File: src/soc_pkg.sv
package soc_pkg;

  localparam int xlen = 32;
  localparam int strb_w = 4;

  localparam int tim_depth = 256;
  localparam int tim_idx_w = $clog2(tim_depth);

  localparam logic [xlen-1:0] tim0_base_addr = 32'h0001_0000;
  localparam logic [xlen-1:0] tim0_top_addr = 32'h0001_0400;
  localparam logic [xlen-1:0] tim1_base_addr = 32'h0002_0000;
  localparam logic [xlen-1:0] tim1_top_addr = 32'h0002_0400;
  localparam logic [xlen-1:0] clint_base_addr = 32'h0200_0000;
  localparam logic [xlen-1:0] clint_top_addr = 32'h0201_0000;
  localparam logic [xlen-1:0] uart_base_addr = 32'h1000_0000;
  localparam logic [xlen-1:0] uart_top_addr = 32'h1000_1000;

  // offsets inside the clint window, high words sit 4 bytes above
  localparam logic [xlen-1:0] clint_msip = 32'h0000_0000;
  localparam logic [xlen-1:0] clint_mtimecmp = 32'h0000_4000;
  localparam logic [xlen-1:0] clint_mtime = 32'h0000_bff8;

  typedef enum logic [1:0] {
    tgt_tim0,
    tgt_tim1,
    tgt_clint,
    tgt_uart
  } target_e;

  localparam int num_targets = 4;

  // region tables follow the order of target_e
  localparam logic [xlen-1:0] region_base [num_targets] =
    '{tim0_base_addr, tim1_base_addr, clint_base_addr, uart_base_addr};
  localparam logic [xlen-1:0] region_top [num_targets] =
    '{tim0_top_addr, tim1_top_addr, clint_top_addr, uart_top_addr};

  typedef struct packed {
    logic valid;
    logic instr;
    logic [xlen-1:0] addr;
    logic [xlen-1:0] wdata;
    logic [strb_w-1:0] wstrb;
  } mem_req_t;

  typedef struct packed {
    logic [xlen-1:0] rdata;
    logic ready;
  } mem_rsp_t;

  // merges the strobed bytes of wdata into an existing word
  function automatic logic [xlen-1:0] apply_strb(logic [xlen-1:0] old_word,
                                                 logic [xlen-1:0] wdata,
                                                 logic [strb_w-1:0] wstrb);
    logic [xlen-1:0] merged;
    merged = old_word;
    for (int b = 0; b < strb_w; b++) begin
      if (wstrb[b]) merged[8*b +: 8] = wdata[8*b +: 8];
    end
    return merged;
  endfunction

endpackage
File: src/bus_decoder.sv
`timescale 1ns/1ps

module bus_decoder (
  input  logic clock,
  input  logic rst_n,
  input  soc_pkg::mem_req_t req,
  output soc_pkg::mem_rsp_t rsp,
  output soc_pkg::mem_req_t tgt_req [soc_pkg::num_targets],
  input  soc_pkg::mem_rsp_t tgt_rsp [soc_pkg::num_targets]
);

  import soc_pkg::*;

  logic [num_targets-1:0] hit;
  logic [num_targets-1:0] rdy;
  logic [xlen-1:0] base;
  logic [xlen-1:0] offset;

  // regions do not overlap, so at most one hit bit is set
  always_comb begin
    hit = '0;
    base = '0;
    for (int t = 0; t < num_targets; t++) begin
      if (req.addr >= region_base[t] && req.addr < region_top[t]) begin
        hit[t] = 1'b1;
        base = region_base[t];
      end
    end
  end

  assign offset = req.addr - base;

  always_comb begin
    for (int t = 0; t < num_targets; t++) begin
      tgt_req[t].valid = req.valid && hit[t];   // unmapped addresses go nowhere
      tgt_req[t].instr = req.instr;
      tgt_req[t].addr = offset;
      tgt_req[t].wdata = req.wdata;
      tgt_req[t].wstrb = req.wstrb;
    end
  end

  always_comb begin
    for (int t = 0; t < num_targets; t++) begin
      rdy[t] = tgt_rsp[t].ready;
    end
  end

  // hand back whichever target answered this cycle
  always_comb begin
    rsp = '0;
    for (int t = 0; t < num_targets; t++) begin
      if (rdy[t]) rsp = tgt_rsp[t];
    end
  end

  // arbiters give this side one target at a time, so two answers
  // at once mean a grant leaked to the wrong initiator
  a_one_ready: assert property (@(posedge clock) disable iff (!rst_n)
    $onehot0(rdy))
    else $error("bus_decoder: more than one target answered in one cycle");

endmodule

File: config.mk
export PLATFORM = sky130hd
export DESIGN_NAME = bus_decoder
export DESIGN_NICKNAME = d
export VERILOG_FILES = /design/src/soc_pkg.sv /design/src/bus_decoder.sv
export SDC_FILE = /design/constraint.sdc
export NUM_CORES = 1
export LEC_CHECK = 0
export ABC_CLOCK_PERIOD_IN_PS = 4930
export BUFFER_PORTS_ARGS = -buffer_cell sky130_fd_sc_hd__buf_2
export CORE_AREA = 2 2 201 203
export DETAILED_ROUTE_END_ITERATION = 16
export DIE_AREA = 0 0 203 205
export GPL_TIMING_DRIVEN = 0
export MAX_ROUTING_LAYER = met4
export PLACE_DENSITY = 0.34
export SLEW_MARGIN = 5
export SYNTH_ARGS = -nofsm -noshare
export SYNTH_HDL_FRONTEND = slang
export SYNTH_SLANG_ARGS = --single-unit
File: constraint.sdc
create_clock -name vclk -period 4.93
set_clock_uncertainty 0.1 [all_clocks]
set_input_delay 0.7395 -clock vclk [all_inputs]
set_output_delay 0.7395 -clock vclk [all_outputs]
set_load 0.005 [all_outputs]
==> results.toml <==
[setup_path]
path_buf_inv = 4
cp_max_fo = 5
cp_data_arrival_time_ns = 3.96
worstPathRequired_ns = 4.09
slowest_delay_ns = 0.54
cp-start-kind = "input port"
critPathTopFamily = "simple AND/OR/NAND/NOR gates"
critPathCaptureType = "output port"
path_cells = "buf_2, or4_4, or4_4, or4_4, inv_1, fa_2, or4b_4, o211ai_1, nand3_1, xnor2_2, buf_4, buf_2"
crit_slowest_cell = "or4_4"
worst-path-stages = 12
critPathKind = "in2out"
crit_top_cell = "or4_4"

[routing]
via_count = 4910
wl_per_cell_um = 14.2
post-route-drc-count = 0
first_pass_iters = 5
viasPerCell = 3.28
antenna_left = 0
routed_wl_um = 21300
drt_iter0_drc = 89

[place]
io_buffers = 465
place_hpwl_um = 19800
gp_congestion = 0.772

[grt]
grt_max_degree = 11
grt.total_usage = 0.0923
grt.overflow.total = 0
antenna_found_initial = 9
grt_pass1_wl_um = 28300
first_global_vias = 4572

[power_and_ir_drop]
p_comb_frac = 1.000
p_sw_w = 0.000221
internal_power_w = 0.000322
leakage_nw = 3.67
p_clk_frac = 0
p_seq_frac = 0
switching_share = 0.407
pwr_density_cell_nw_per_um2 = 82.4
peakVddDrop_uv = 24.9

[timing]
hold_viol = 0
worst_pin_slew_ns = 0.670
rsz0062_at_grt = "false"
fin_crit_ns = 4.80
min_period_over_period = 0.975
max_freq_mhz = 208
relSlewSlack = 0.553
hold_ws_ns = 1.54
setup_viol = 0
final_max_slew_viol_count = 0
setup_tns_ns = 0

[die]
dieArea_um2 = 41600
coreArea_um2 = 39400
die_w_um = 203
chipHeight_um = 205
boundaryPins = 517
rows = 73
start_util = 0.0884

[finish]
fin_nets = 1182
drive_gt1_frac = 0.771
flops_and_latches = 0
nClkBuffers = 0
utilization = 0.168
syn2layout_area_growth_pct = 89.5
regArea_um2 = 0

[yosys]
yosysTopAreaCell = "buf_4"
yosysMostFrequentCell = "buf_4"
yosysTopAreaCellShare = 0.561
netlist_instances = 501
synth_area_leaders = "buf_4 (56%), a221oi_1 (7.8%), o31ai_1 (6.9%)"
syn-cell-area_um2 = 3480
synth.distinct_cells = 36
synth_common_cells = "buf_4 (260), nand2_1 (40), nor2b_1 (33), o31ai_1 (32), a221oi_1 (31)"
avgSynthCellArea_um2 = 6.95
ys_warn_count = 0
yosysSeqAreaShare = 0
synth_nets = 711

[worst_hold_path]
min_path_cells = 2
whs_endpoint = "tgt_req[159]"
min_from = "req[19]"
hp-class = "in2out"

[run]
drv_cap = 0

[clock_tree]
hold_buffers = 0

[outcome]
outcome = "complete, no violations"
==> kinds of logic (layout without fill, tap and decap cells) <==
kind of cell    after synthesis  after routing  share of synthesized area
xor+xnor                     11             11                     0.0277
other cells                   0              1                          0
simple gates                120            120                      0.186
buf+inv                     287            756                      0.590
compound gates               75             75                      0.167
fa+ha+maj                     6              6                     0.0237
mux                           2              2                    0.00575
==> worst max-delay path by stage <==
stage               startpoint           end
floorplan              req[51]  tgt_req[135]
global placement       req[51]  tgt_req[275]
detailed placement     req[57]  tgt_req[205]
CTS                    req[57]  tgt_req[205]
global route           req[51]  tgt_req[206]
finish                 req[51]  tgt_req[206]
==> cell type report <==
cell class	instances	area, um2
antenna	1	2.50
buffer	281	2030
fill	4606	32800
inverter	6	22.5
multi-input combinational	214	1530
tap	525	657
timing repair buffer	469	2350
==> what timing repair did <==
action / in CTS / in global routing
buffers inserted: 2 / 1
gates cloned: 0 / 0
setup endpoints to repair: 32 / 13
gates resized for setup: 14 / 4
pin swaps: 7 / 3
==> cell usage in the layout (no fill, tap or decap), drive strengths merged <==
cell     instances
nor4             3
o31ai           32
a2111oi          1
and2             1
nand3            4
nand4            3
nand4b           1
nor3             2
a221oi          31
and4bb           1
nand2b           5
buf            729
nor2            15
or4b             2
xnor2            3
and4             1
nor2b           33
o21ai            4
xor2             8
mux2i            2
nand3b           1
diode            1
or4              5
inv              6
nand2           40
ha               5
or3              3
a21oi            4
clkbuf          21
a211oi           1
o211ai           1
a31oi            1
fa               1
==> per-layer routing <==
layer	vias to the layer above	GRT usage	wire length, um
met5	-	-	0
met4	0	0.00391	191
met3	20	0.0132	1600
met2	317	0.195	12000
met1	2189	0.0921	7540
li1	2384	-	-
==> through the flow <==
stage | setup slack, ns | area (um2) | std cells | total power, W
floorplan | 0.0290 | 3480 | 501 | 0.000276
global placement | -1.30 | 6460 | 1491 | 0.000546
detailed placement | -0.531 | 6470 | 1492 | 0.000544
CTS | 0.0256 | 6560 | 1494 | 0.000552
global route | 0.000878 | 6600 | 1496 | 0.000592
finish | 0.126 | 6600 | 1496 | 0.000543
==> power by group through the flow <==
stage          Sequential (W)  Combinational [W]         Clock, W
2_1_floorplan               0           0.000276                0
4_1_cts                     0           0.000552                0
3_3_place_gp                0           0.000546                0
5_1_grt                     0           0.000592  0.0000000000271
6_report                    0           0.000543  0.0000000000271
3_5_place_dp                0           0.000544                0
(Power assumes the default switching activity.)
