<file path="src/soc_pkg.sv">
package soc_pkg;

  localparam int xlen = 32;
  localparam int strb_w = 4;

  localparam int tim_depth = 256;
  localparam int tim_idx_w = $clog2(tim_depth);

  localparam logic [xlen-1:0] tim0_base_addr = 32'h0001_0000;
  localparam logic [xlen-1:0] tim0_top_addr = 32'h0001_0400;
  localparam logic [xlen-1:0] tim1_base_addr = 32'h0002_0000;
  localparam logic [xlen-1:0] tim1_top_addr = 32'h0002_0400;
  localparam logic [xlen-1:0] clint_base_addr = 32'h0200_0000;
  localparam logic [xlen-1:0] clint_top_addr = 32'h0201_0000;
  localparam logic [xlen-1:0] uart_base_addr = 32'h1000_0000;
  localparam logic [xlen-1:0] uart_top_addr = 32'h1000_1000;

  // offsets inside the clint window, high words sit 4 bytes above
  localparam logic [xlen-1:0] clint_msip = 32'h0000_0000;
  localparam logic [xlen-1:0] clint_mtimecmp = 32'h0000_4000;
  localparam logic [xlen-1:0] clint_mtime = 32'h0000_bff8;

  typedef enum logic [1:0] {
    tgt_tim0,
    tgt_tim1,
    tgt_clint,
    tgt_uart
  } target_e;

  localparam int num_targets = 4;

  // region tables follow the order of target_e
  localparam logic [xlen-1:0] region_base [num_targets] =
    '{tim0_base_addr, tim1_base_addr, clint_base_addr, uart_base_addr};
  localparam logic [xlen-1:0] region_top [num_targets] =
    '{tim0_top_addr, tim1_top_addr, clint_top_addr, uart_top_addr};

  typedef struct packed {
    logic valid;
    logic instr;
    logic [xlen-1:0] addr;
    logic [xlen-1:0] wdata;
    logic [strb_w-1:0] wstrb;
  } mem_req_t;

  typedef struct packed {
    logic [xlen-1:0] rdata;
    logic ready;
  } mem_rsp_t;

  // merges the strobed bytes of wdata into an existing word
  function automatic logic [xlen-1:0] apply_strb(logic [xlen-1:0] old_word,
                                                 logic [xlen-1:0] wdata,
                                                 logic [strb_w-1:0] wstrb);
    logic [xlen-1:0] merged;
    merged = old_word;
    for (int b = 0; b < strb_w; b++) begin
      if (wstrb[b]) merged[8*b +: 8] = wdata[8*b +: 8];
    end
    return merged;
  endfunction

endpackage
</file>
<file path="src/clint.sv">
`timescale 1ns/1ps

module clint (
  input  logic clock,
  input  logic rst_n,
  input  soc_pkg::mem_req_t req,
  output soc_pkg::mem_rsp_t rsp,
  output logic msip,
  output logic mtip,
  output logic [63:0] mtime
);

  import soc_pkg::*;

  logic msip_q;
  logic [63:0] mtimecmp_q;
  logic [63:0] mtime_q;
  logic [xlen-1:0] rd_word;
  logic [xlen-1:0] rdata_q;
  logic ready_q;
  logic accept;
  logic wr;

  assign accept = req.valid && !ready_q;
  assign wr = accept && (|req.wstrb);

  always_comb begin
    case (req.addr)
      clint_msip: rd_word = {{(xlen-1){1'b0}}, msip_q};
      clint_mtimecmp: rd_word = mtimecmp_q[31:0];
      clint_mtimecmp + 32'd4: rd_word = mtimecmp_q[63:32];
      clint_mtime: rd_word = mtime_q[31:0];
      clint_mtime + 32'd4: rd_word = mtime_q[63:32];
      default: rd_word = '0;
    endcase
  end

  always_ff @(posedge clock) begin
    if (accept) rdata_q <= rd_word;
  end

  always_ff @(posedge clock or negedge rst_n) begin
    if (!rst_n) begin
      msip_q <= 1'b0;
      mtimecmp_q <= '1;   // far future, so no timer interrupt out of reset
      mtime_q <= '0;
      ready_q <= 1'b0;
    end else begin
      ready_q <= accept;
      mtime_q <= mtime_q + 64'd1;
      // a write to an mtime word replaces the count for that word
      if (wr) begin
        case (req.addr)
          clint_msip: begin
            if (req.wstrb[0]) msip_q <= req.wdata[0];
          end
          clint_mtimecmp: begin
            mtimecmp_q[31:0] <= apply_strb(mtimecmp_q[31:0], req.wdata, req.wstrb);
          end
          clint_mtimecmp + 32'd4: begin
            mtimecmp_q[63:32] <= apply_strb(mtimecmp_q[63:32], req.wdata, req.wstrb);
          end
          clint_mtime: begin
            mtime_q[31:0] <= apply_strb(mtime_q[31:0], req.wdata, req.wstrb);
          end
          clint_mtime + 32'd4: begin
            mtime_q[63:32] <= apply_strb(mtime_q[63:32], req.wdata, req.wstrb);
          end
          default: ;
        endcase
      end
    end
  end

  assign rsp.rdata = rdata_q;
  assign rsp.ready = ready_q;

  assign msip = msip_q;
  assign mtip = (mtime_q >= mtimecmp_q);
  assign mtime = mtime_q;

endmodule

</file>
<file path="config.mk">
export PLATFORM = sky130hd
export DESIGN_NAME = clint
export DESIGN_NICKNAME = d
export VERILOG_FILES = /design/src/soc_pkg.sv /design/src/clint.sv
export SDC_FILE = /design/constraint.sdc
export NUM_CORES = 1
export LEC_CHECK = 0
export BUFFER_PORTS_ARGS = -buffer_cell sky130_fd_sc_hd__buf_2
export CAP_MARGIN = 20
export CORE_MARGIN = 10
export CORE_UTILIZATION = 59
export CTS_BUF_LIST = sky130_fd_sc_hd__clkbuf_4
export DETAILED_ROUTE_END_ITERATION = 8
export PLACE_DENSITY = 0.82
export SYNTH_ARGS = -nofsm -noshare
export SYNTH_HDL_FRONTEND = slang
export SYNTH_SLANG_ARGS = --single-unit
</file>
<file path="constraint.sdc">
create_clock -name clock -period 3.9 [get_ports clock]
set_input_delay 0.195 -clock clock [delete_from_list [all_inputs] [get_ports clock]]
set_output_delay 0.195 -clock clock [all_outputs]
set_load 0.005 [all_outputs]
</file>
==> flow_summary.ini <==
[run]
drv_cap = 0

[global_routing]
grt_pass1_vias = 9834
grt_usage_pct = 28.5
grt_overflow = 0
grt_pass1_wl_mm = 55.1
antenna_found_initial = 1
grt_max_degree = 68

[sta]
final.period_utilization_pct = 93.0
setup_ws_ps = 274
rsz0062_at_grt = false
drv_slew = 0
clock_skew_ps = 15.7
tightest_slew_ps = 901
final-setup-viol-count = 0
hold_viol = 0
finalSetupTns_ps = 0
relSlewSlack_pct = 39.4
clock.fmax_mhz = 276
finalCriticalPeriod_ps = 3630

[routing]
dr_total_vias = 10300
drc = 0
finalWirelength_mm = 35.2
ant_nets = 0
dr.first_iter.drc_count = 1309
drt_pass1_iterations = 6
viasPerCell = 6.60
wl_per_cell_microns = 22.6

[finish]
final_util_pct = 69.2
fill_cells = 1409
syn_to_final_growth_pct = 15.9
drive_gt1_share_pct = 28.1
fin_nets = 1450
seqCellArea_sq_mm = 0.00429
multiInputGateArea_sq_mm = 0.00588
fin_area_sq_mm = 0.0124
layout.cells.non_filler = 1556

[cts]
cts_tree = done
root_buffer = clkbuf_4
post_cts_buffers = 0
cts_buffer_depth = 2
clk_latency_ps = 590
cts_max_level = 4
numClockSinks = 162
clk_pin_slew_ps = 130
cts_buffers = 17

[setup_path]
cp-startpoint = mtimecmp_q[63]
arrival_ps = 3430
endpoint = mtip
r2r-end = mtime[60]
required_ps = 3700
critical_path_class = flop to primary output
end_kind = primary output
cp_max_fo = 3
startpoint_type = flop
r2r_slack_ps = 790
worst-r2r-cell-count = 7
reg2reg_from = mtime[0]

[synthesis]
ys_seq_elements = 162
avgSynthCellArea_sq_um = 9.55
yosysTopAreaCell = dfstp_2
ys_async_sr_fraction_pct = 80.2
yosys-top-cells-area = dfstp_2, dfrtp_1, edfxtp_1
synth.yosys.seq_area_share_pct = 40.2
synth_flop_cell = dfrtp_1
synth_cell_type_count = 67
syn_nets = 1256
synth_top_area_share_pct = 15.7
synth_edf_count = 32
synth_area_sq_mm = 0.0107
yosys_warnings = 0
syn-instance-count = 1119

[placed_design]
dp.cells = 1488
port-buffer-count = 169
placed_cell_area_sq_mm = 0.0118
dp_hpwl_mm = 25.6
dp_slack_ps = 864
place.gp.congestion = 0.985

[run_status]
status = completed

[power]
irDropWorstVdd_mv = 0.179
p_per_area_mw_per_mm2 = 236
p_leak_nw = 5.05

[floorplan]
chipHeight_microns = 155
fp.dieW_microns = 155
start_util_pct = 59.7
row_count = 49
core_area_sq_mm = 0.0179
ios = 171
die-area_sq_mm = 0.0239

[min_path]
holdCritPathClass = primary input to flop
## worst min-delay path by stage
stage / start / end / cells after the start
floorplan: rst_n / msip / 0
global placement: rst_n / mtime[28] / 1
detailed placement: rst_n / mtime[28] / 1
CTS: req[3] / mtime[62] / 3
global route: req[3] / mtime[62] / 3
finish: req[3] / mtime[62] / 3
## what timing repair did
item | CTS | global route
gates resized for setup | 0 | 0
hold buffers | 35 | 0
endpoints found under the hold margin | 160 | 0
## synth_stat cells (all sizes together) (39+ instances only)
cell	instances
o21ai	50
nand2	85
a21oi	73
nor2	65
dfrtp	66
dfstp	64
nand4	39
nand3	58
mux2	64
ha	65
inv	82
mux2i	68
## cell usage in the layout (no fill, tap or decap), drive strengths merged, types with 39 or more instances in the layout
cell type / instances
buf: 189
nand2: 85
inv: 83
a21oi: 73
mux2i: 68
dfrtp: 66
ha: 65
nor2: 65
dfstp: 64
mux2: 64
nand3: 58
o21ai: 50
nand4: 39
## power breakdown
part | internal (mW) | switching [mW]
Clock | 0.318 | 0.637
Combinational | 0.0866 | 0.134
Sequential | 1.74 | 0.00344
Total | 2.15 | 0.775
## worst max-delay path, cell delays in order, from the launching register on
cell and delay, ps:
dfstp_2 560, inv_1 40, ha_1 310, nand4_1 230, or4_1 680, or3_1 500
o21ai_0 190, nor4_1 70, o21ai_0 120, buf_2 160
## sequential cells by signal (all words and copies together) (netlist names)
signal,cells
mtime,64
mtimecmp_q,64
msip,1
ready_q,1
rdata_q,32
## metal layers
metal	wire length (microns)	vias to the layer above	part of all wire (%)	global-route usage [%]
li1	-	4614	-	-
met5	0	-	0	0
met1	14400	4926	41	38.2
met3	3720	65	11	6.60
met2	16400	657	47	45.3
met4	678	0	1.9	7.60
## layout make-up
type	instances	share of cell area [%]
Antenna cell	1	0.0202
Clock inverter	14	0.929
Inverter	82	2.49
Multi-Input combinational cell	826	47.5
Timing Repair Buffer	224	11.0
Tap cell	229	2.31
Clock buffer	18	1.09
Sequential cell	162	34.7
## stage by stage
| stage | power, mW | hold slack [ps] |
|---|---|---|
| floorplan | 1.84 | -101 |
| global placement | 1.97 | 342 |
| detailed placement | 1.97 | 353 |
| CTS | 2.93 | 27.8 |
| global route | 3.01 | 35.4 |
| finish | 2.92 | 55.2 |
## cell families after synthesis
logic type | Yosys count | synth area share [%]
fa+ha+maj | 65 | 7.61
buf+inv | 131 | 4.91
mux | 132 | 13.4
flops | 162 | 40.2
compound gates | 242 | 14.6
simple gates | 387 | 19.3
Power figures use the tool's default switching activity.
