<file path="src/soc_pkg.sv">
package soc_pkg;

  localparam int xlen = 32;
  localparam int strb_w = 4;

  localparam int tim_depth = 256;
  localparam int tim_idx_w = $clog2(tim_depth);

  localparam logic [xlen-1:0] tim0_base_addr = 32'h0001_0000;
  localparam logic [xlen-1:0] tim0_top_addr = 32'h0001_0400;
  localparam logic [xlen-1:0] tim1_base_addr = 32'h0002_0000;
  localparam logic [xlen-1:0] tim1_top_addr = 32'h0002_0400;
  localparam logic [xlen-1:0] clint_base_addr = 32'h0200_0000;
  localparam logic [xlen-1:0] clint_top_addr = 32'h0201_0000;
  localparam logic [xlen-1:0] uart_base_addr = 32'h1000_0000;
  localparam logic [xlen-1:0] uart_top_addr = 32'h1000_1000;

  // offsets inside the clint window, high words sit 4 bytes above
  localparam logic [xlen-1:0] clint_msip = 32'h0000_0000;
  localparam logic [xlen-1:0] clint_mtimecmp = 32'h0000_4000;
  localparam logic [xlen-1:0] clint_mtime = 32'h0000_bff8;

  typedef enum logic [1:0] {
    tgt_tim0,
    tgt_tim1,
    tgt_clint,
    tgt_uart
  } target_e;

  localparam int num_targets = 4;

  // region tables follow the order of target_e
  localparam logic [xlen-1:0] region_base [num_targets] =
    '{tim0_base_addr, tim1_base_addr, clint_base_addr, uart_base_addr};
  localparam logic [xlen-1:0] region_top [num_targets] =
    '{tim0_top_addr, tim1_top_addr, clint_top_addr, uart_top_addr};

  typedef struct packed {
    logic valid;
    logic instr;
    logic [xlen-1:0] addr;
    logic [xlen-1:0] wdata;
    logic [strb_w-1:0] wstrb;
  } mem_req_t;

  typedef struct packed {
    logic [xlen-1:0] rdata;
    logic ready;
  } mem_rsp_t;

  // merges the strobed bytes of wdata into an existing word
  function automatic logic [xlen-1:0] apply_strb(logic [xlen-1:0] old_word,
                                                 logic [xlen-1:0] wdata,
                                                 logic [strb_w-1:0] wstrb);
    logic [xlen-1:0] merged;
    merged = old_word;
    for (int b = 0; b < strb_w; b++) begin
      if (wstrb[b]) merged[8*b +: 8] = wdata[8*b +: 8];
    end
    return merged;
  endfunction

endpackage
</file>
<file path="src/bus_arbiter.sv">
`timescale 1ns/1ps

module bus_arbiter (
  input  logic clock,
  input  logic rst_n,
  input  soc_pkg::mem_req_t ireq,
  output soc_pkg::mem_rsp_t irsp,
  input  soc_pkg::mem_req_t dreq,
  output soc_pkg::mem_rsp_t drsp,
  output soc_pkg::mem_req_t treq,
  input  soc_pkg::mem_rsp_t trsp
);

  import soc_pkg::*;

  logic busy_q;       // an access is open on the target
  logic gnt_data_q;   // set when the data side owns the open access
  logic sel_data;

  // while idle the choice follows dreq directly so the request
  // reaches the target in the same cycle
  assign sel_data = busy_q ? gnt_data_q : dreq.valid;

  always_comb begin
    if (sel_data) begin
      treq = dreq;
    end else begin
      treq = ireq;
    end
  end

  always_comb begin
    irsp.rdata = trsp.rdata;
    irsp.ready = trsp.ready && busy_q && !gnt_data_q;
    drsp.rdata = trsp.rdata;
    drsp.ready = trsp.ready && busy_q && gnt_data_q;
  end

  always_ff @(posedge clock or negedge rst_n) begin
    if (!rst_n) begin
      busy_q <= 1'b0;
      gnt_data_q <= 1'b0;
    end else if (!busy_q) begin
      busy_q <= treq.valid;
      gnt_data_q <= sel_data;
    end else if (trsp.ready) begin
      busy_q <= 1'b0;   // back to idle so a waiting side can be granted next
    end
  end

  // the target keeps seeing the same request until it answers
  a_grant_stable: assert property (@(posedge clock) disable iff (!rst_n)
    busy_q && !trsp.ready |=> $stable(treq))
    else $error("bus_arbiter: granted request moved in the middle of an access");

  // initiators keep valid up to the edge where they see ready
  a_irsp_owner: assert property (@(posedge clock) disable iff (!rst_n)
    irsp.ready |-> ireq.valid)
    else $error("bus_arbiter: instruction side got ready without a request");

  a_drsp_owner: assert property (@(posedge clock) disable iff (!rst_n)
    drsp.ready |-> dreq.valid)
    else $error("bus_arbiter: data side got ready without a request");

endmodule

</file>
<file path="config.mk">
export PLATFORM = sky130hd
export DESIGN_NAME = bus_arbiter
export DESIGN_NICKNAME = d
export VERILOG_FILES = /design/src/soc_pkg.sv /design/src/bus_arbiter.sv
export SDC_FILE = /design/constraint.sdc
export NUM_CORES = 1
export LEC_CHECK = 0
export ABC_AREA = 1
export ABC_CLOCK_PERIOD_IN_PS = 2000
export BUFFER_PORTS_ARGS = -buffer_cell sky130_fd_sc_hd__buf_2
export CAP_MARGIN = 20
export CORE_AREA = 2 2 121 123
export DETAILED_ROUTE_END_ITERATION = 12
export DIE_AREA = 0 0 123 125
export PLACE_DENSITY = 0.48
export SKIP_CTS_REPAIR_TIMING = 1
export SLEW_MARGIN = 25
export SYNTH_ARGS = -nofsm -noshare
export SYNTH_HDL_FRONTEND = slang
export SYNTH_SLANG_ARGS = --single-unit
export TNS_END_PERCENT = 10
</file>
<file path="constraint.sdc">
create_clock -name clock -period 2 [get_ports clock]
set_input_delay 0.2 -clock clock [delete_from_list [all_inputs] [get_ports clock]]
set_output_delay 0.2 -clock clock [all_outputs]
set_load 0.005 [all_outputs]
</file>
==> out/metrics.yaml <==
timing:
  slew_headroom: 0.739
  worst-slew-pin-transition_ps: 392
  slew_viol_final: 0
  timing.setup.tns_ps: 0
  fin_skew_ps: 0.724
  rsz0062_at_grt: "no"
  total_of_endpoints_with_negative_setup_slack_in_the_final_report: 0
  finalHoldViolations: 0
  max_clock_freq_mhz: 604
  hold_slack_ps: 261
  final_period_minus_worst_setup_slack_ps: 1660
  final_min_period_over_clock_period: 0.828
finish:
  flow.area_growth_from_synthesis_pct: 41.8
  antenna_cells_inserted: 0
  fillers: 1694
  nets: 629
  final_layout_size_suffix_gt1_frac: 0.529
synthesis:
  synth-warning-count: 0
  yosys_most_used_dff: "sky130_fd_sc_hd__dfrtp_1"
  synth_cells: 318
  synth.top_cells.by_count: "sky130_fd_sc_hd__nand3_1, sky130_fd_sc_hd__nand2_1, sky130_fd_sc_hd__buf_4"
  mappedNetlistNets: 493
  ys_async_sr_fraction: 1.00
  post_synthesis_area_per_instance_sq_um: 5.85
  netlist.top_cell.by_area: "sky130_fd_sc_hd__nand3_1"
  syn_area_sq_um: 1860
  synth_seq_cells: 2
  synthTopCellsByArea: "sky130_fd_sc_hd__nand3_1, sky130_fd_sc_hd__buf_4, sky130_fd_sc_hd__nand2_1, sky130_fd_sc_hd__buf_6, sky130_fd_sc_hd__nand3_2"
  synth.lib_cells_used.distinct: 13
  count_of_flip_flops_with_a_built_in_enable_after_synthesis: 0
  synth_most_common_cell: "sky130_fd_sc_hd__nand3_1"
  synth_seq_area_share: 0.0269
  yosysTopAreaCellShare: 0.350
clocking:
  worst_skew_pair.late_latency_ps: 220
  cts_tree: "built"
  clock-root-buffer: "sky130_fd_sc_hd__clkbuf_16"
  clock_tree.buffer_depth: 2
  numClockSinks: 2
  cts_made_buffers: 3
  worst_setup_hold_path_clk_slew_ps: 30
  h_tree_lvl_count: 1
global_route:
  grt_antenna_before_repair: 0
  grt_first_pass_wirelength_um: 11300
  via_count_of_the_first_global_routing_pass: 2288
  grt_remaining_overflow: 0
  grt_overall_usage: 0.0929
  pin_count_of_the_biggest_net_entering_global_routing: 45
routing:
  dr_total_vias: 2581
  drt-wirelength-per-cell_um: 12.6
  drt-initial-drc-count: 107
  drt_pre_antenna_iters: 4
  drc: 0
  drt_wl_total_um: 8040
  detail_route.vias_per_cell: 4.06
  ant_nets: 0
critical_path:
  critical-path-max-stage-delay_ps: 410
  timing.critical_path.from_type: "flip-flop"
  required_worst_endpoint_ps: 1800
  worstPathCellList: "nand2_2 -> buf_4 -> nand3_1 -> nand2_1 -> buf_2"
  worst_setup_path_startpoint: "busy_q"
  critPathKind: "flip-flop to output pin"
  critical_path.slowest_cell: "sky130_fd_sc_hd__dfrtp_1"
  reg_to_reg_startpoint: "busy_q"
  critical-path-top-delay-family: "buffers and inverters"
  path_buf_inv: 2
  critPathCaptureType: "output pin"
  critPathArrivalTime_ps: 1460
  critical_path.max_fanout: 35
power:
  switching_power_uw: 604
  comb_power_share: 0.748
  sequentialPowerShare: 0.038
  power_leakage_nw: 1.65
  clkPwrFrac: 0.214
  powerDensity_nw_per_um2: 525
  vdd_ir_drop_max_v: 0.000194
  internal_cell_power_uw: 782
  switching_share: 0.436
placement:
  hpwlAfterDp_um: 6180
  numPortBuffers: 214
  finalWeightedCongestion: 0.779
die:
  core_sq_um: 14200
  dieHeight_um: 125
  placementRows: 44
  ioPinCount: 311
  starting_density_of_the_core: 0.131
  die_w_um: 123
  die_footprint_sq_um: 15400
outcome:
  status: "finished clean"
run:
  max-cap-violations: 0
worst_hold_path:
  min-delay-start: "ireq[69]"
  hold_class: "input port to flip-flop"
## metrics by stage
stage	setup WS [ps]	util	std cells	instance area, sq um	total power [mW]
detailed placement	575	0.180	632	2550	1.10
floorplan	888	-	318	1860	0.746
finish	345	0.186	636	2640	1.39
CTS	333	0.185	635	2630	1.40
global placement	549	0.180	632	2550	1.11
global route	210	0.186	636	2640	1.53
## area by class of cell
class | instances | area (sq um) | share of cell area
Clock buffer | 3 | 75.1 | 0.0284
Sequential cell | 2 | 50.0 | 0.0190
Timing Repair Buffer | 223 | 1200 | 0.456
Tap cell | 184 | 230 | 0.0872
Multi-Input combinational cell | 220 | 1060 | 0.404
Inverter | 4 | 15.0 | 0.00569
## routing by layer
metal / global-route usage / part of all wire / vias up
li1: - / - / 1268
met1: 0.0998 / 0.37 / 1140
met2: 0.176 / 0.52 / 156
met3: 0.0260 / 0.11 / 17
met4: 0.0227 / 0.011 / 0
met5: 0 / 0 / -
## cells in the final DEF, fill, tap and decap left out
cell type / netlist / routed
sky130_fd_sc_hd__buf_2: 7 / 214
sky130_fd_sc_hd__nand3_1: 130 / 130
sky130_fd_sc_hd__nand2_4: 2 / 2
sky130_fd_sc_hd__clkbuf_16: 0 / 3
sky130_fd_sc_hd__inv_2: 1 / 1
sky130_fd_sc_hd__dfrtp_1: 2 / 2
sky130_fd_sc_hd__nand2_1: 73 / 73
sky130_fd_sc_hd__buf_4: 71 / 3
sky130_fd_sc_hd__nor2_1: 4 / 4
sky130_fd_sc_hd__dlygate4sd3_1: 0 / 1
sky130_fd_sc_hd__nand2_2: 2 / 2
sky130_fd_sc_hd__inv_1: 3 / 3
sky130_fd_sc_hd__nand3_2: 9 / 9
sky130_fd_sc_hd__buf_12: 0 / 5
## logic make-up after synthesis
family / share of synthesized area
buf+inv: 0.401
flops: 0.0269
simple gates: 0.572
## worst min-delay path, delay by kind of cell
kind	cells	cell delay [ps]
AND/OR/NAND/NOR	2	130
buffers and inverters	1	100
## flip-flops by register name, indices dropped and copies added (netlist names)
register,flops
busy_q,1
gnt_data_q,1
## worst paths after layout
check,slack [ps],end,cells past startpoint
setup / recovery,340,treq[56],5
hold / removal,260,busy_q,3
setup reg to reg,990,gnt_data_q,4
hold reg to reg,660,busy_q,3
max in group asynchronous,1590,busy_q,2
min in group asynchronous,310,gnt_data_q,2
## power by group through the flow
stage	sequential (mW)	combinational (mW)	clock, mW
global placement	0.0533	1.06	0
floorplan	0.0527	0.694	0
global route	0.0549	1.17	0.311
detailed placement	0.0535	1.04	0
CTS	0.0533	1.05	0.303
finish	0.0532	1.04	0.296
Power figures use the tool's default switching activity.
